$ cat src/design/decoder_pkg.sv
// opcode and control encodings plus the decoded record layout for the decoder
package decoder_pkg;

  localparam int unsigned XLEN       = 32;  // instruction and immediate width
  localparam int unsigned REG_ADDR_W = 5;   // x0..x31

  ////////////////////////////////////////
  // encodings
  ////////////////////////////////////////

  // major opcodes kept in this decoder
  typedef enum logic [6:0] {
    OPC_LOAD     = 7'b000_0011,
    OPC_MISC_MEM = 7'b000_1111,
    OPC_OP_IMM   = 7'b001_0011,
    OPC_AUIPC    = 7'b001_0111,
    OPC_STORE    = 7'b010_0011,
    OPC_OP       = 7'b011_0011,
    OPC_LUI      = 7'b011_0111,
    OPC_BRANCH   = 7'b110_0011,
    OPC_JALR     = 7'b110_0111,
    OPC_JAL      = 7'b110_1111,
    OPC_SYSTEM   = 7'b111_0011
  } opcode_e;

  typedef enum logic [3:0] {
    ALU_ADD, ALU_SUB,
    ALU_XOR, ALU_OR, ALU_AND,
    ALU_SRA, ALU_SRL, ALU_SLL,
    ALU_SLT, ALU_SLTU,          // set-less-than
    ALU_EQ, ALU_NE,             // branch compares
    ALU_LT, ALU_GE, ALU_LTU, ALU_GEU
  } alu_op_e;

  typedef enum logic [1:0] {OP_A_REG_A, OP_A_CURRPC, OP_A_IMM} op_a_sel_e;
  typedef enum logic       {OP_B_REG_B, OP_B_IMM} op_b_sel_e;
  typedef enum logic       {IMM_A_ZERO, IMM_A_Z} imm_a_sel_e;  // IMM_A_Z is csr zimm
  typedef enum logic [2:0] {IMM_B_I, IMM_B_S, IMM_B_B, IMM_B_U, IMM_B_J} imm_b_sel_e;

  typedef enum logic [1:0] {RF_WD_EX, RF_WD_LSU, RF_WD_CSR} rf_wd_sel_e;

  // access size in the coding the LSU expects
  typedef enum logic [1:0] {
    MEM_WORD = 2'b00,
    MEM_HALF = 2'b01,
    MEM_BYTE = 2'b10
  } mem_size_e;

  typedef enum logic [1:0] {MD_OP_MULL, MD_OP_MULH, MD_OP_DIV, MD_OP_REM} md_op_e;

  typedef enum logic [1:0] {CSR_OP_READ, CSR_OP_WRITE, CSR_OP_SET, CSR_OP_CLEAR} csr_op_e;

  // csr addresses whose access forces a flush
  typedef enum logic [11:0] {
    CSR_MSTATUS   = 12'h300,
    CSR_DCSR      = 12'h7b0,
    CSR_DPC       = 12'h7b1,
    CSR_DSCRATCH0 = 12'h7b2,
    CSR_DSCRATCH1 = 12'h7b3
  } csr_num_e;

  ////////////////////////////////////////
  // decoded record
  ////////////////////////////////////////

  typedef struct packed {
    logic [REG_ADDR_W-1:0] rs1;
    logic [REG_ADDR_W-1:0] rs2;
    logic [REG_ADDR_W-1:0] rd;
    logic [XLEN-1:0]       imm_i;
    logic [XLEN-1:0]       imm_s;
    logic [XLEN-1:0]       imm_b;
    logic [XLEN-1:0]       imm_u;
    logic [XLEN-1:0]       imm_j;
    logic [XLEN-1:0]       zimm;   // rs1 field zero extended
  } dec_fields_t;

  typedef struct packed {
    alu_op_e    alu_op;
    op_a_sel_e  op_a_sel;
    op_b_sel_e  op_b_sel;
    imm_a_sel_e imm_a_sel;
    imm_b_sel_e imm_b_sel;
    logic       rf_we;
    rf_wd_sel_e rf_wd_sel;
    logic       data_req;
    logic       data_we;
    mem_size_e  data_size;
    logic       data_sign_ext;
    logic       mult_en;
    logic       div_en;
    md_op_e     md_op;
    logic [1:0] md_signed_mode;   // {op b signed, op a signed}
    logic       csr_access;
    csr_op_e    csr_op;
    logic       csr_status;
    logic       jump;
    logic       branch;
    logic       ecall;
    logic       ebrk;
    logic       mret;
    logic       wfi;
    logic       illegal;
  } dec_ctrl_t;

  typedef struct packed {
    dec_fields_t fields;
    dec_ctrl_t   ctrl;
  } dec_result_t;

endpackage

$ cat src/design/decode_ctrl.sv
// control decode: opcode and function fields into ALU, LSU, mul/div, CSR and event controls
`timescale 1ns/1ns

module decode_ctrl #(
  parameter bit RV32M = 1'b1  // accept mul/div encodings
) (
  input  logic [decoder_pkg::XLEN-1:0] instr_i,
  output decoder_pkg::dec_ctrl_t       ctrl_o
);

  decoder_pkg::opcode_e               opcode;
  logic [2:0]                         funct3;
  logic [6:0]                         funct7;
  logic [11:0]                        imm12;  // system code or csr address
  logic [decoder_pkg::REG_ADDR_W-1:0] rs1;
  logic [decoder_pkg::REG_ADDR_W-1:0] rd;

  assign opcode = decoder_pkg::opcode_e'(instr_i[6:0]);
  assign funct3 = instr_i[14:12];
  assign funct7 = instr_i[31:25];
  assign imm12  = instr_i[31:20];
  assign rs1    = instr_i[19:15];
  assign rd     = instr_i[11:7];

  always_comb begin
    // defaults: nothing happens, encoding legal
    ctrl_o.alu_op         = decoder_pkg::ALU_SLTU;
    ctrl_o.op_a_sel       = decoder_pkg::OP_A_IMM;
    ctrl_o.op_b_sel       = decoder_pkg::OP_B_IMM;
    ctrl_o.imm_a_sel      = decoder_pkg::IMM_A_ZERO;
    ctrl_o.imm_b_sel      = decoder_pkg::IMM_B_I;
    ctrl_o.rf_we          = 1'b0;
    ctrl_o.rf_wd_sel      = decoder_pkg::RF_WD_EX;
    ctrl_o.data_req       = 1'b0;
    ctrl_o.data_we        = 1'b0;
    ctrl_o.data_size      = decoder_pkg::MEM_WORD;
    ctrl_o.data_sign_ext  = 1'b0;
    ctrl_o.mult_en        = 1'b0;
    ctrl_o.div_en         = 1'b0;
    ctrl_o.md_op          = decoder_pkg::MD_OP_MULL;
    ctrl_o.md_signed_mode = 2'b00;
    ctrl_o.csr_access     = 1'b0;
    ctrl_o.csr_op         = decoder_pkg::CSR_OP_READ;
    ctrl_o.csr_status     = 1'b0;
    ctrl_o.jump           = 1'b0;
    ctrl_o.branch         = 1'b0;
    ctrl_o.ecall          = 1'b0;
    ctrl_o.ebrk           = 1'b0;
    ctrl_o.mret           = 1'b0;
    ctrl_o.wfi            = 1'b0;
    ctrl_o.illegal        = 1'b0;

    unique case (opcode)
      ////////////////////////////////////////
      // jumps and branches, target only
      ////////////////////////////////////////
      decoder_pkg::OPC_JAL: begin
        ctrl_o.jump      = 1'b1;
        ctrl_o.op_a_sel  = decoder_pkg::OP_A_CURRPC;  // pc + imm_j
        ctrl_o.imm_b_sel = decoder_pkg::IMM_B_J;
        ctrl_o.alu_op    = decoder_pkg::ALU_ADD;
      end
      decoder_pkg::OPC_JALR: begin
        ctrl_o.jump      = 1'b1;
        ctrl_o.op_a_sel  = decoder_pkg::OP_A_REG_A;   // rs1 + imm_i
        ctrl_o.alu_op    = decoder_pkg::ALU_ADD;
        ctrl_o.illegal   = (funct3 != 3'b000);
      end
      decoder_pkg::OPC_BRANCH: begin
        ctrl_o.branch    = 1'b1;
        ctrl_o.op_a_sel  = decoder_pkg::OP_A_REG_A;   // compare rs1 with rs2
        ctrl_o.op_b_sel  = decoder_pkg::OP_B_REG_B;
        ctrl_o.imm_b_sel = decoder_pkg::IMM_B_B;      // offset for target adder
        unique case (funct3)
          3'b000:  ctrl_o.alu_op = decoder_pkg::ALU_EQ;
          3'b001:  ctrl_o.alu_op = decoder_pkg::ALU_NE;
          3'b100:  ctrl_o.alu_op = decoder_pkg::ALU_LT;
          3'b101:  ctrl_o.alu_op = decoder_pkg::ALU_GE;
          3'b110:  ctrl_o.alu_op = decoder_pkg::ALU_LTU;
          3'b111:  ctrl_o.alu_op = decoder_pkg::ALU_GEU;
          default: ctrl_o.illegal = 1'b1;             // 010, 011
        endcase
      end
      ////////////////////////////////////////
      // loads and stores
      ////////////////////////////////////////
      decoder_pkg::OPC_LOAD, decoder_pkg::OPC_STORE: begin
        ctrl_o.data_req = 1'b1;
        ctrl_o.op_a_sel = decoder_pkg::OP_A_REG_A;    // address = rs1 + offset
        ctrl_o.alu_op   = decoder_pkg::ALU_ADD;
        unique case (funct3[1:0])
          2'b00:   ctrl_o.data_size = decoder_pkg::MEM_BYTE;
          2'b01:   ctrl_o.data_size = decoder_pkg::MEM_HALF;
          2'b10:   ctrl_o.data_size = decoder_pkg::MEM_WORD;
          default: ctrl_o.illegal   = 1'b1;           // 64 bit, rv64 only
        endcase
        if (opcode == decoder_pkg::OPC_STORE) begin
          ctrl_o.data_we   = 1'b1;
          ctrl_o.imm_b_sel = decoder_pkg::IMM_B_S;
          if (funct3[2]) ctrl_o.illegal = 1'b1;       // no register offset store
        end else begin
          ctrl_o.rf_we         = 1'b1;
          ctrl_o.rf_wd_sel     = decoder_pkg::RF_WD_LSU;
          ctrl_o.data_sign_ext = ~funct3[2];          // lbu/lhu zero extend
          if (funct3 == 3'b110) ctrl_o.illegal = 1'b1;  // lwu
        end
      end
      ////////////////////////////////////////
      // alu
      ////////////////////////////////////////
      decoder_pkg::OPC_LUI, decoder_pkg::OPC_AUIPC: begin
        ctrl_o.imm_b_sel = decoder_pkg::IMM_B_U;
        ctrl_o.alu_op    = decoder_pkg::ALU_ADD;
        ctrl_o.rf_we     = 1'b1;
        if (opcode == decoder_pkg::OPC_AUIPC) ctrl_o.op_a_sel = decoder_pkg::OP_A_CURRPC;
      end
      decoder_pkg::OPC_OP_IMM: begin
        ctrl_o.op_a_sel = decoder_pkg::OP_A_REG_A;
        ctrl_o.rf_we    = 1'b1;
        unique case (funct3)
          3'b000: ctrl_o.alu_op = decoder_pkg::ALU_ADD;
          3'b010: ctrl_o.alu_op = decoder_pkg::ALU_SLT;
          3'b011: ctrl_o.alu_op = decoder_pkg::ALU_SLTU;
          3'b100: ctrl_o.alu_op = decoder_pkg::ALU_XOR;
          3'b110: ctrl_o.alu_op = decoder_pkg::ALU_OR;
          3'b111: ctrl_o.alu_op = decoder_pkg::ALU_AND;
          3'b001: begin
            ctrl_o.alu_op  = decoder_pkg::ALU_SLL;
            ctrl_o.illegal = (funct7 != 7'b000_0000);
          end
          default: begin  // 101, srli or srai
            ctrl_o.alu_op  = funct7[5] ? decoder_pkg::ALU_SRA : decoder_pkg::ALU_SRL;
            ctrl_o.illegal = ((funct7 & 7'b101_1111) != 7'b000_0000);
          end
        endcase
      end
      decoder_pkg::OPC_OP: begin
        ctrl_o.op_a_sel = decoder_pkg::OP_A_REG_A;
        ctrl_o.op_b_sel = decoder_pkg::OP_B_REG_B;
        ctrl_o.rf_we    = 1'b1;
        if (funct7 == 7'b000_0001) begin  // rv32m
          ctrl_o.alu_op  = decoder_pkg::ALU_ADD;
          ctrl_o.mult_en = RV32M & ~funct3[2];
          ctrl_o.div_en  = RV32M & funct3[2];
          ctrl_o.illegal = !RV32M;
          unique case (funct3)
            3'b000:                ctrl_o.md_op = decoder_pkg::MD_OP_MULL;
            3'b001, 3'b010, 3'b011: ctrl_o.md_op = decoder_pkg::MD_OP_MULH;
            3'b100, 3'b101:        ctrl_o.md_op = decoder_pkg::MD_OP_DIV;
            default:               ctrl_o.md_op = decoder_pkg::MD_OP_REM;
          endcase
          unique case (funct3)
            3'b001, 3'b100, 3'b110: ctrl_o.md_signed_mode = 2'b11;  // mulh, div, rem
            3'b010:                 ctrl_o.md_signed_mode = 2'b01;  // mulhsu
            default:                ctrl_o.md_signed_mode = 2'b00;
          endcase
        end else begin
          unique case ({funct7, funct3})
            {7'b000_0000, 3'b000}: ctrl_o.alu_op = decoder_pkg::ALU_ADD;
            {7'b010_0000, 3'b000}: ctrl_o.alu_op = decoder_pkg::ALU_SUB;
            {7'b000_0000, 3'b001}: ctrl_o.alu_op = decoder_pkg::ALU_SLL;
            {7'b000_0000, 3'b010}: ctrl_o.alu_op = decoder_pkg::ALU_SLT;
            {7'b000_0000, 3'b011}: ctrl_o.alu_op = decoder_pkg::ALU_SLTU;
            {7'b000_0000, 3'b100}: ctrl_o.alu_op = decoder_pkg::ALU_XOR;
            {7'b000_0000, 3'b101}: ctrl_o.alu_op = decoder_pkg::ALU_SRL;
            {7'b010_0000, 3'b101}: ctrl_o.alu_op = decoder_pkg::ALU_SRA;
            {7'b000_0000, 3'b110}: ctrl_o.alu_op = decoder_pkg::ALU_OR;
            {7'b000_0000, 3'b111}: ctrl_o.alu_op = decoder_pkg::ALU_AND;
            default:               ctrl_o.illegal = 1'b1;
          endcase
        end
      end
      ////////////////////////////////////////
      // fence and system
      ////////////////////////////////////////
      decoder_pkg::OPC_MISC_MEM: begin
        ctrl_o.op_a_sel = decoder_pkg::OP_A_REG_A;  // fence is a nop add
        ctrl_o.alu_op   = decoder_pkg::ALU_ADD;
        ctrl_o.illegal  = (funct3 != 3'b000);       // fence.i not supported
      end
      decoder_pkg::OPC_SYSTEM: begin
        if (funct3 == 3'b000) begin
          ctrl_o.op_a_sel = decoder_pkg::OP_A_REG_A;
          unique case (imm12)
            12'h000: ctrl_o.ecall   = 1'b1;
            12'h001: ctrl_o.ebrk    = 1'b1;
            12'h302: ctrl_o.mret    = 1'b1;
            12'h105: ctrl_o.wfi     = 1'b1;
            default: ctrl_o.illegal = 1'b1;
          endcase
          if (rs1 != '0 || rd != '0) ctrl_o.illegal = 1'b1;  // both fields must be x0
        end else begin
          ctrl_o.csr_access = 1'b1;
          ctrl_o.rf_we      = 1'b1;
          ctrl_o.rf_wd_sel  = decoder_pkg::RF_WD_CSR;
          ctrl_o.imm_a_sel  = decoder_pkg::IMM_A_Z;
          ctrl_o.op_a_sel   = funct3[2] ? decoder_pkg::OP_A_IMM : decoder_pkg::OP_A_REG_A;
          unique case (funct3[1:0])
            2'b01:   ctrl_o.csr_op  = decoder_pkg::CSR_OP_WRITE;
            2'b10:   ctrl_o.csr_op  = decoder_pkg::CSR_OP_SET;
            2'b11:   ctrl_o.csr_op  = decoder_pkg::CSR_OP_CLEAR;
            default: ctrl_o.illegal = 1'b1;
          endcase
          // flush on mstatus and debug csrs
          ctrl_o.csr_status = !ctrl_o.illegal &&
                              (imm12 inside {decoder_pkg::CSR_MSTATUS, decoder_pkg::CSR_DCSR,
                                             decoder_pkg::CSR_DPC, decoder_pkg::CSR_DSCRATCH0,
                                             decoder_pkg::CSR_DSCRATCH1});
        end
      end
      default: ctrl_o.illegal = 1'b1;  // unknown opcode
    endcase
  end

endmodule

$ cat src/design/decode_fields.sv
// field extraction: register addresses and extended immediates from one instruction word
`timescale 1ns/1ns

module decode_fields (
  input  logic [decoder_pkg::XLEN-1:0] instr_i,
  output decoder_pkg::dec_fields_t     fields_o
);

  logic sign;  // instr bit 31, sign of every immediate

  assign sign = instr_i[31];

  ////////////////////////////////////////
  // register addresses
  ////////////////////////////////////////

  assign fields_o.rs1 = instr_i[19:15];
  assign fields_o.rs2 = instr_i[24:20];
  assign fields_o.rd  = instr_i[11:7];

  ////////////////////////////////////////
  // immediates
  ////////////////////////////////////////

  // I: loads, op-imm, jalr, csr address
  assign fields_o.imm_i = {{20{sign}}, instr_i[31:20]};
  // S: store offset split around rd
  assign fields_o.imm_s = {{20{sign}}, instr_i[31:25], instr_i[11:7]};
  // B: branch offset, bit 0 always zero
  assign fields_o.imm_b = {{19{sign}}, sign, instr_i[7], instr_i[30:25],
                           instr_i[11:8], 1'b0};
  assign fields_o.imm_u = {instr_i[31:12], 12'b0};  // upper 20 bits
  // J: jal offset, scrambled order
  assign fields_o.imm_j = {{12{sign}}, instr_i[19:12], instr_i[20],
                           instr_i[30:21], 1'b0};

  // csr immediate forms take rs1 as an unsigned value
  assign fields_o.zimm = {{(decoder_pkg::XLEN - decoder_pkg::REG_ADDR_W){1'b0}},
                          instr_i[19:15]};

endmodule

$ cat src/design/decode_result.sv
// result stage with register legality, csr demotion, squash on illegal and the result register
`timescale 1ns/1ns

module decode_result #(
  parameter bit RV32E = 1'b0  // only x0..x15 exist
) (
  input  logic                     clk_i,
  input  logic                     reset_i,
  input  logic                     req_i,
  input  decoder_pkg::dec_fields_t fields_i,
  input  decoder_pkg::dec_ctrl_t   ctrl_i,
  output logic                     ack_o,
  output decoder_pkg::dec_result_t result_o
);

  localparam int unsigned MSB = decoder_pkg::REG_ADDR_W - 1;

  typedef enum logic {HS_IDLE, HS_BUSY} hs_state_e;

  hs_state_e                state_q;
  logic                     illegal_rv32e;
  decoder_pkg::dec_ctrl_t   ctrl_fix;   // ctrl after legality rules
  decoder_pkg::dec_result_t result_q;

  // register addresses of 16 and above where the operand is really read or written
  assign illegal_rv32e = RV32E &&
    ((fields_i.rs1[MSB] && ctrl_i.op_a_sel == decoder_pkg::OP_A_REG_A) ||
     (fields_i.rs2[MSB] && (ctrl_i.op_b_sel == decoder_pkg::OP_B_REG_B ||
                            ctrl_i.data_we)) ||  // store data comes from rs2
     (fields_i.rd[MSB]  && ctrl_i.rf_we));

  always_comb begin
    ctrl_fix         = ctrl_i;
    ctrl_fix.illegal = ctrl_i.illegal | illegal_rv32e;
    // set/clear from x0 or zimm 0 writes nothing
    if ((ctrl_i.csr_op == decoder_pkg::CSR_OP_SET ||
         ctrl_i.csr_op == decoder_pkg::CSR_OP_CLEAR) && fields_i.rs1 == '0) begin
      ctrl_fix.csr_op = decoder_pkg::CSR_OP_READ;
    end
    if (ctrl_fix.illegal) begin  // no side effects leave the decoder
      ctrl_fix.rf_we      = 1'b0;
      ctrl_fix.data_req   = 1'b0;
      ctrl_fix.data_we    = 1'b0;
      ctrl_fix.mult_en    = 1'b0;
      ctrl_fix.div_en     = 1'b0;
      ctrl_fix.jump       = 1'b0;
      ctrl_fix.branch     = 1'b0;
      ctrl_fix.csr_access = 1'b0;
    end
  end

  ////////////////////////////////////////
  // four-phase handshake
  ////////////////////////////////////////

  always_ff @(posedge clk_i) begin
    if (reset_i) begin
      state_q  <= HS_IDLE;
      result_q <= '0;
    end else begin
      unique case (state_q)
        HS_IDLE: if (req_i) begin  // capture edge
          result_q.fields <= fields_i;
          result_q.ctrl   <= ctrl_fix;
          state_q         <= HS_BUSY;
        end
        HS_BUSY: if (!req_i) state_q <= HS_IDLE;  // hold until req drops
      endcase
    end
  end

  assign ack_o    = (state_q == HS_BUSY);
  assign result_o = result_q;

endmodule

$ cat src/design/rv_decoder.sv
// RISC-V decoder top: fields, control and result stages behind a req/ack handshake
`timescale 1ns/1ns

module rv_decoder #(
  parameter bit RV32E = 1'b0,  // 16-register base
  parameter bit RV32M = 1'b1   // mul/div decode
) (
  input  logic                         clk_i,
  input  logic                         reset_i,
  input  logic                         req_i,
  input  logic [decoder_pkg::XLEN-1:0] instr_i,  // held stable while req_i is high
  output logic                         ack_o,
  output decoder_pkg::dec_result_t     result_o
);

  decoder_pkg::dec_fields_t fields;  // combinational, zero latency
  decoder_pkg::dec_ctrl_t   ctrl;

  decode_fields u_fields (
    .instr_i  (instr_i),
    .fields_o (fields)
  );

  decode_ctrl #(.RV32M(RV32M)) u_ctrl (
    .instr_i (instr_i),
    .ctrl_o  (ctrl)
  );

  // only stateful stage
  decode_result #(.RV32E(RV32E)) u_result (
    .clk_i    (clk_i),
    .reset_i  (reset_i),
    .req_i    (req_i),
    .fields_i (fields),
    .ctrl_i   (ctrl),
    .ack_o    (ack_o),
    .result_o (result_o)
  );

endmodule

$ cat config.mk
export PLATFORM = sky130hd
export DESIGN_NAME = rv_decoder
export DESIGN_NICKNAME = d
export VERILOG_FILES = /design/src/design/decoder_pkg.sv /design/src/design/decode_ctrl.sv /design/src/design/decode_fields.sv /design/src/design/decode_result.sv /design/src/design/rv_decoder.sv
export SDC_FILE = /design/constraint.sdc
export NUM_CORES = 1
export LEC_CHECK = 0
export ABC_AREA = 1
export BUFFER_PORTS_ARGS = -buffer_cell sky130_fd_sc_hd__buf_2
export CORE_MARGIN = 2
export CORE_UTILIZATION = 40
export DETAILED_ROUTE_END_ITERATION = 6
export HOLD_SLACK_MARGIN = 0.05
export PLACE_DENSITY_LB_ADDON = 0.05
export REMOVE_ABC_BUFFERS = 1
export SETUP_SLACK_MARGIN = 0.15
export SLEW_MARGIN = 20
export SYNTH_ARGS = -nofsm -noshare
export SYNTH_HDL_FRONTEND = slang
export SYNTH_SLANG_ARGS = --single-unit
$ cat constraint.sdc
create_clock -name clk_i -period 2.4 [get_ports clk_i]
set_input_delay 0.48 -clock clk_i [delete_from_list [all_inputs] [get_ports clk_i]]
set_output_delay 0.48 -clock clk_i [all_outputs]
set_load 0.02 [all_outputs]
==> results.yml, run 1 <==
setup_path:
  cp-start-kind: "register"
  required_ns: 1.92
  path_class: "register to output pin"
  rrSetupSlack_ns: 0.61
  startpoint: "u_result.result_o[144]$_SDFFE_PP0P_"
  crit_fanout: 63
  cpLargestDelayFamily: "buffers and inverters"
  endpoint_kind: "output pin"
  crit_chain: "buf_4 -> buf_2"
  slowest_stage: "dfxtp_2"
  rr_endpoint: "u_result.result_o[13]$_SDFFE_PP0P_"
  path_buf_inv: 2
  r2r-start: "u_result.ack_o$_SDFF_PP0_"
  crit_arrival_ns: 1.50
  max_stage_delay_ns: 0.47
  rr_worst_depth: 6
worst_hold_path:
  min_path_type: "primary input to register"
  min_to: "u_result.result_o[116]$_SDFFE_PP0P_"
  whs_path_depth: 3
  min-delay-start: "instr_i[16]"
yosys:
  async_flop_share_pct: 0
  synth_cell_types: 36
  synth_top_area_share_pct: 30.5
  ys_warn_count: 0
  syn_area_mm2: 0.00448
  synth_top_area_cell: "buf_4"
  syn_inst: 638
  avgSynthCellArea_um2: 7.01
  synthFlopType: "dfxtp_1"
  yosys-top-cells-area: "buf_4 (31%), dfxtp_1 (28%), nand2_1 (8.1%)"
  seq_area_frac_synth_pct: 27.7
  synth-edff-count: 0
  synth-seq-cells: 62
grt:
  overflow: 0
  grt_pass1_wl_mm: 19.1
  antenna_found_initial: 0
  track_usage_pct: 21.0
  grt_pass1_vias: 3552
  grt_max_degree: 64
cts:
  cts_resized: 0
  cts_buffers: 9
  holdBufCountCts: 0
  cts.htree.levels: 3
  path_clk_slew_ns: 0.07
  cts.sinks: 62
  clk_latency_ns: 0.35
  root_buffer: "clkbuf_8"
  cts_tree: "done"
  cts_setup_buffers: 0
  clk_path_buf_depth: 2
drt:
  route.detailed.drc: 0
  wirelength_mm: 12.8
  dr.first_iter.drc_count: 195
  vias: 3992
  wl_per_cell_um: 14.6
  ant_nets: 0
  drtPass1Iterations: 5
  viasPerCell: 4.56
power:
  peakVddDrop_uv: 392
  power_density_mw_per_mm2: 648
  total_leakage_power_nw: 2.66
sta:
  timing.hold.ws_ns: 0.367
  setup_viol_count_final: 0
  max_slew_margin_pct: 62.0
  max_freq_mhz: 506
  final-hold-violation-count: 0
  slew_violations: 0
  post-route-period-util_pct: 82.4
  worst_slew_pin_slew_ns: 0.570
  rsz0062_at_grt: "no"
  clock_skew_ns: 0.00537
  finalCriticalPeriod_ns: 1.98
place:
  place_hpwl_mm: 9.96
  port_buffers: 237
  gp_congestion: 0.847
outcome:
  status: "completed"
layout:
  utilization_pct: 44.4
  mostFrequentLayoutCells: "buf_2 (237), nand2_1 (96), nor2_1 (75)"
  layout-drive-gt1-share_pct: 40.8
  diodes: 0
  nets: 765
  syn_to_final_growth_pct: 8.02
  layout_commonest_cell: "buf_2"
die:
  io_pins: 279
  start_util_pct: 41.1
  die_width_um: 110
  dieArea_mm2: 0.0121
  core_area_mm2: 0.0109
  row_count: 38
  die_h_um: 110
job:
  max-cap-violations: 0
## routing by layer
metal	GRT usage [%]	vias up	wire (µm)
li1	-	2005	-
met1	26.8	1804	5650
met2	33.7	160	5950
met3	5.16	23	797
met4	8.59	0	389
met5	0	-	0
## synthesized netlist by cell type, types with 2 or more instances
| master | instances |
|---|---|
| dfxtp_1 | 62 |
| buf_1 | 6 |
| nand3_1 | 23 |
| a211oi_1 | 2 |
| buf_6 | 2 |
| nor2_4 | 6 |
| buf_2 | 3 |
| nor3_1 | 5 |
| nand2_1 | 96 |
| nor2_2 | 8 |
| nand2_2 | 7 |
| inv_2 | 10 |
| o21ai_0 | 38 |
| nand3b_1 | 3 |
| clkbuf_1 | 9 |
| nand3_2 | 4 |
| buf_4 | 182 |
| o211ai_1 | 2 |
| a21oi_1 | 44 |
| nor2_1 | 75 |
| a31oi_1 | 2 |
| inv_1 | 25 |
| nand4_1 | 11 |
## flip-flops by register name (all words and copies together), names as in the netlist
register,count
u_result.result_o,61
u_result.ack_o,1
## worst max-delay path by stage
stage | to | slack (ns) | depth (start not counted)
global route | result_o[210] | 0.28 | 2
CTS | result_o[180] | 0.40 | 2
detailed placement | u_result.result_o[13]$_SDFFE_PP0P_ | 0.32 | 8
global placement | u_result.result_o[13]$_SDFFE_PP0P_ | 0.31 | 8
floorplan | u_result.result_o[144]$_SDFFE_PP0P_ | -8.92 | 2
finish | result_o[187] | 0.42 | 2
## worst register-to-register path, stage by stage (launching register included)
cell and delay, ns:
dfxtp_1 0.34, nor2_4 0.13, buf_4 0.49, nand3_1 0.18, nor2_1 0.29, o21ai_0 0.16, a21oi_1 0.14
## power breakdown
| group | internal [mW] | total, mW | leakage (nW) | switching, mW |
|---|---|---|---|---|
| Combinational | 0.219 | 0.828 | 2.04 | 0.610 |
| Sequential | 1.07 | 1.12 | 0.508 | 0.0444 |
| Clock | 0.746 | 1.19 | 0.122 | 0.442 |
## through the flow
stage	setup WS (ns)	total power, mW	std cells	setup TNS [ns]	instance area, µm²
after detailed placement	0.316	1.97	859	0	4580
after global routing	0.278	3.27	875	0	4830
after global placement	0.313	1.97	859	0	4580
after CTS	0.400	3.16	875	0	4830
final	0.422	3.13	875	0	4830
after floorplan	-8.92	1.63	476	-628.71	3170
## cells by family after synthesis
| family | Yosys count | share of synthesized area, % |
|---|---|---|
| DFF | 62 | 27.7 |
| buffers and inverters | 238 | 35.8 |
| and+or+nand+nor | 242 | 24.9 |
| other | 1 | 0.0838 |
| AOI/OAI and AO/OA | 95 | 11.5 |
## layout make-up
type	instances	area, µm²
timing repair buffer	243	1230
fill	1148	6050
clock inverter	5	105
sequential	62	1240
tap	140	175
clock buffer	11	151
inverter	36	140
multi-input combinational	378	1790
Note: power is estimated with default switching activity, not from simulation.
==> run 2: changes to the inputs <==
ABC_AREA = 0   (was 1)
CORE_UTILIZATION = 39   (was 40)
clock period = 1.8 ns   (was 2.4 ns; I/O delays follow)
==> results.yml, run 2 <==
sta:
  rsz0062_at_grt: "yes"
  post-route-period-util_pct: 95.8
  final-hold-violation-count: 0
  worst_slew_pin_slew_ns: 0.594
  setup-tns-final_ns: 0
  slew_violations: 0
  max_freq_mhz: 580
  fin_ws_ns: 0.0753
  setup_viol_count_final: 0
  clock_skew_ns: 0.00873
  max_slew_margin_pct: 60.1
  finalCriticalPeriod_ns: 1.72
place:
  port_buffers: 237
  preCtsSetupSlack_ns: -0.322
  dp.cells: 834
  place_hpwl_mm: 9.99
  dpl_cell_area_mm2: 0.00488
  gp_congestion: 0.860
yosys:
  ys_warn_count: 0
  synth_top_area_share_pct: 31.3
  synth_cell_types: 58
  synth-seq-cells: 62
  async_flop_share_pct: 0
  synth-edff-count: 0
  yosysMostFrequentCell: "buf_4"
  seq_area_frac_synth_pct: 28.5
  synthTopCellsByCount: "buf_4 (182), nand2_1 (78), dfxtp_1 (62)"
  yosys-top-cells-area: "buf_4 (31%), dfxtp_1 (28%), nand2_1 (6.7%)"
  synth_top_area_cell: "buf_4"
  synthFlopType: "dfxtp_1"
  syn_area_mm2: 0.00436
  syn_inst: 569
  avgSynthCellArea_um2: 7.67
layout:
  syn_to_final_growth_pct: 19.2
  largest_reg_flops: 61
  layout_commonest_cell: "buf_2"
  nets: 740
  postLayoutCellArea_mm2: 0.00520
  fin_cells: 850
  layout-drive-gt1-share_pct: 48.3
  utilization_pct: 47.8
  mostFrequentLayoutCells: "buf_2 (235), nand2_1 (78), dfxtp_1 (61)"
  diodes: 0
power:
  power_density_mw_per_mm2: 722
  comb_power_share_pct: 27.5
  total_leakage_power_nw: 2.71
  power.internal_mw: 2.39
  p_sw_mw: 1.36
  power_frac_seq_pct: 38.9
  p_sw_share_pct: 36.3
  power_frac_clock_pct: 33.5
  peakVddDrop_uv: 366
cts:
  cts_tree: "done"
  cts.sinks: 62
  holdBufCountCts: 0
  root_buffer: "clkbuf_8"
  path_clk_slew_ns: 0.08
  cts.htree.levels: 3
  cts_buffers: 9
  clk_latency_ns: 0.34
  cts_setup_buffers: 0
  clk_path_buf_depth: 2
grt:
  track_usage_pct: 19.9
  grt_pass1_wl_mm: 18.4
  grt_pass1_vias: 3425
  antenna_found_initial: 0
  grt_max_degree: 77
  overflow: 0
die:
  dieArea_mm2: 0.0120
  row_count: 38
  die_h_um: 110
  start_util_pct: 40.1
  die_width_um: 110
  io_pins: 279
  core_area_mm2: 0.0109
worst_hold_path:
  min_path_type: "primary input to register"
drt:
  vias: 4005
  wl_per_cell_um: 15.3
  wirelength_mm: 13.0
  ant_nets: 0
  drtPass1Iterations: 4
  dr.first_iter.drc_count: 276
  viasPerCell: 4.71
  route.detailed.drc: 0
outcome:
  status: "completed"
setup_path:
  crit_fanout: 5
  crit_arrival_ns: 1.96
  required_ns: 2.03
  r2r-start: "u_result.ack_o$_SDFF_PP0_"
  slowest_stage: "or4_4"
  cp-endpoint: "u_result.result_o[0]$_SDFFE_PP0P_"
  cp-start-kind: "primary input"
  crit_chain: "buf_6 -> or3_4 -> or4_4 -> nand2b_4 -> and3_4 -> o31a_1"
  rrSetupSlack_ns: 0.31
  endpoint_kind: "register"
  path_class: "primary input to register"
  rr_worst_depth: 6
  startpoint: "instr_i[26]"
  rr_endpoint: "u_result.result_o[31]$_SDFFE_PP0P_"
  max_stage_delay_ns: 0.47
job:
  max-cap-violations: 0
==> run 2: worst min path at each step <==
stage / start / endpoint / slack (ns) / depth (start not counted)
after floorplan: reset_i / u_result.result_o[10]$_SDFFE_PP0P_ / 0.43 / 1
after global placement: u_result.result_o[29]$_SDFFE_PP0P_ / u_result.result_o[29]$_SDFFE_PP0P_ / 0.44 / 2
after detailed placement: u_result.result_o[15]$_SDFFE_PP0P_ / u_result.result_o[15]$_SDFFE_PP0P_ / 0.45 / 2
after CTS: instr_i[16] / u_result.result_o[116]$_SDFFE_PP0P_ / 0.23 / 3
after global routing: instr_i[17] / u_result.result_o[117]$_SDFFE_PP0P_ / 0.25 / 3
final: instr_i[16] / u_result.result_o[116]$_SDFFE_PP0P_ / 0.25 / 3
==> run 2: per-stage QoR <==
stage                     hold slack [ns]  total power [mW]
after global placement              0.441              2.51
final                               0.252              3.76
after global routing                0.253              3.96
after CTS                           0.232              3.79
after detailed placement            0.445              2.51
after floorplan                     0.429              2.03
==> run 2: logic make-up after synthesis <==
group                      after synthesis  synth area share, %
AOI/OAI and AO/OA                      107                 15.4
xor gates and xnor gates                 1                0.201
adders and majority gates                1                0.229
buffers and inverters                  216                 34.4
DFF                                     62                 28.5
other                                    1               0.0860
and+or+nand+nor                        181                 21.2
==> run 2: what timing repair did <==
| action | in CTS | in global routing |
|---|---|---|
| gates resized for setup | 8 | 15 |
| pin swaps | 5 | 2 |
| setup endpoints to repair | 8 | 15 |
| endpoints found under the hold margin | 0 | 0 |
==> run 2: power groups by stage <==
stage	combinational, mW	sequential (mW)	clock [mW]
floorplan	0.238	1.79	0
global placement	1.02	1.49	0
detailed placement	1.01	1.50	0
CTS	1.02	1.46	1.30
global route	1.12	1.47	1.37
finish	1.03	1.46	1.26
==> run 2: layout make-up <==
cell class / instances / area, µm²
Clock buffer: 9 / 124
Clock inverter: 7 / 73.8
Fill cell: 1107 / 5690
Inverter: 3 / 11.3
Multi-Input combinational cell: 331 / 1890
Sequential cell: 62 / 1240
Tap cell: 140 / 175
Timing Repair Buffer: 298 / 1680
==> run 2: worst max-delay path: cells and delay by family <==
kind            cells  cell delay (ns)
compound gates      1             0.28
buf+inv             1             0.09
simple gates        4             1.21
==> run 2: routing by layer <==
layer / global-route usage, % / wire length [µm] / share of wire [%]
met2: 30.3 / 5910 / 46
met3: 4.21 / 901 / 6.9
met5: 0 / 0 / 0
met4: 4.61 / 96 / 0.74
met1: 28.6 / 6050 / 47
==> run 3: changes to the inputs <==
RECOVER_POWER = 25   (was unset)
==> results.yml, run 3 (synthesis gave the netlist of run 2 again) <==
cts:
  path_clk_slew_ns: 0.08
  clk_path_buf_depth: 2
  cts_tree: "done"
  cts_buffers: 9
  cts.htree.levels: 3
  holdBufCountCts: 0
  cts_setup_buffers: 0
  clk_latency_ns: 0.34
  cts.sinks: 62
  root_buffer: "clkbuf_8"
setup_path:
  max_stage_delay_ns: 0.47
  crit_fanout: 5
  rrSetupSlack_ns: 0.22
  r2r-start: "u_result.ack_o$_SDFF_PP0_"
  cp-endpoint: "u_result.result_o[0]$_SDFFE_PP0P_"
  slowest_stage: "or4_4"
  cp-start-kind: "primary input"
  path_class: "primary input to register"
  startpoint: "instr_i[26]"
  endpoint_kind: "register"
  crit_chain: "buf_6 -> or3_4 -> or4_4 -> nand2b_4 -> and3_4 -> o31a_1"
  rr_worst_depth: 5
  rr_endpoint: "u_result.result_o[7]$_SDFFE_PP0P_"
  crit_arrival_ns: 1.96
  required_ns: 2.03
sta:
  post-route-period-util_pct: 95.9
  final-hold-violation-count: 0
  finalCriticalPeriod_ns: 1.73
  slew_violations: 0
  clock_skew_ns: 0.00740
  rsz0062_at_grt: "yes"
  fin_ws_ns: 0.0744
  setup-tns-final_ns: 0
  max_freq_mhz: 580
  worst_slew_pin_slew_ns: 1.32
  setup_viol_count_final: 0
  max_slew_margin_pct: 11.8
grt:
  grt_max_degree: 77
  overflow: 0
  grt_pass1_wl_mm: 18.4
  grt_pass1_vias: 3425
  antenna_found_initial: 0
  track_usage_pct: 19.9
die:
  start_util_pct: 40.1
  die_width_um: 110
  die_h_um: 110
  core_area_mm2: 0.0109
  dieArea_mm2: 0.0120
  io_pins: 279
  row_count: 38
outcome:
  status: "completed"
place:
  preCtsSetupSlack_ns: -0.322
  dp.cells: 834
  gp_congestion: 0.860
  place_hpwl_mm: 9.99
  port_buffers: 237
layout:
  utilization_pct: 47.1
  fin_cells: 850
  mostFrequentLayoutCells: "buf_2 (192), nand2_1 (78), dfxtp_1 (61)"
  layout_commonest_cell: "buf_2"
  layout-drive-gt1-share_pct: 41.7
  syn_to_final_growth_pct: 17.6
  nets: 740
  diodes: 0
  largest_reg_flops: 61
drt:
  route.detailed.drc: 0
  drtPass1Iterations: 4
  wirelength_mm: 12.9
  wl_per_cell_um: 15.2
  viasPerCell: 4.66
  dr.first_iter.drc_count: 240
  vias: 3960
  ant_nets: 0
power:
  power_density_mw_per_mm2: 730
  total_leakage_power_nw: 2.52
  peakVddDrop_uv: 367
worst_hold_path:
  min_path_type: "primary input to register"
job:
  max-cap-violations: 0
## run 3: cell count changes in the layout (fill, tap and decap cells not counted)
cell and change:
nand2b_2 -1, clkbuf_1 +46, nand2b_1 +1, clkbuf_2 +1
buf_4 -4, buf_2 -43
## run 3: power breakdown
group          switching, mW  internal, mW  leakage, nW
registers             0.0459          1.42        0.506
clock network          0.616         0.644       0.0996
logic                  0.700         0.322         1.91
total                   1.36          2.38         2.52
## run 3: layout make-up
type                            count  area, µm²
Clock buffer                        9        124
Multi-Input combinational cell    331       1890
Tap cell                          140        175
Clock inverter                      7       73.8
Inverter                            3       11.3
Timing Repair Buffer              298       1610
Fill cell                        1137       5760
Sequential cell                    62       1240
## run 3: metal layers
layer | up-vias | wire (µm) | part of all wire (%) | track usage (%)
met5 | - | 0 | 0 | 0
met4 | 0 | 53 | 0.41 | 4.61
met3 | 5 | 869 | 6.7 | 4.21
met2 | 155 | 5960 | 46 | 30.3
met1 | 1822 | 6010 | 47 | 28.6
li1 | 1978 | - | - | -
## run 3: worst max-delay path: cells and delay by family
kind | cells | cell delay, ns
and+or+nand+nor | 4 | 1.21
AOI/OAI and AO/OA | 1 | 0.28
buffers and inverters | 1 | 0.09
## run 3: stage by stage
step / total power [mW] / hold slack [ns] / cell area [µm²]
6_report: 3.74 / 0.255 / 5130
5_1_grt: 3.95 / 0.253 / 5130
4_1_cts: 3.79 / 0.232 / 5120
3_5_place_dp: 2.51 / 0.445 / 4880
3_3_place_gp: 2.51 / 0.441 / 4880
2_1_floorplan: 2.03 / 0.429 / 3020
## run 3: how the worst min path moves through the flow
stage,startpoint,end,slack (ns),depth (start not counted)
6_report,instr_i[16],u_result.result_o[116]$_SDFFE_PP0P_,0.26,3
3_3_place_gp,u_result.result_o[29]$_SDFFE_PP0P_,u_result.result_o[29]$_SDFFE_PP0P_,0.44,2
5_1_grt,instr_i[17],u_result.result_o[117]$_SDFFE_PP0P_,0.25,3
4_1_cts,instr_i[16],u_result.result_o[116]$_SDFFE_PP0P_,0.23,3
2_1_floorplan,reset_i,u_result.result_o[10]$_SDFFE_PP0P_,0.43,1
3_5_place_dp,u_result.result_o[15]$_SDFFE_PP0P_,u_result.result_o[15]$_SDFFE_PP0P_,0.45,2
## run 3: timing repair
item                                    CTS  global route
endpoints found under the setup margin    8            15
cloned                                    0             0
resized for setup                         8            15
pin swaps                                 5             2
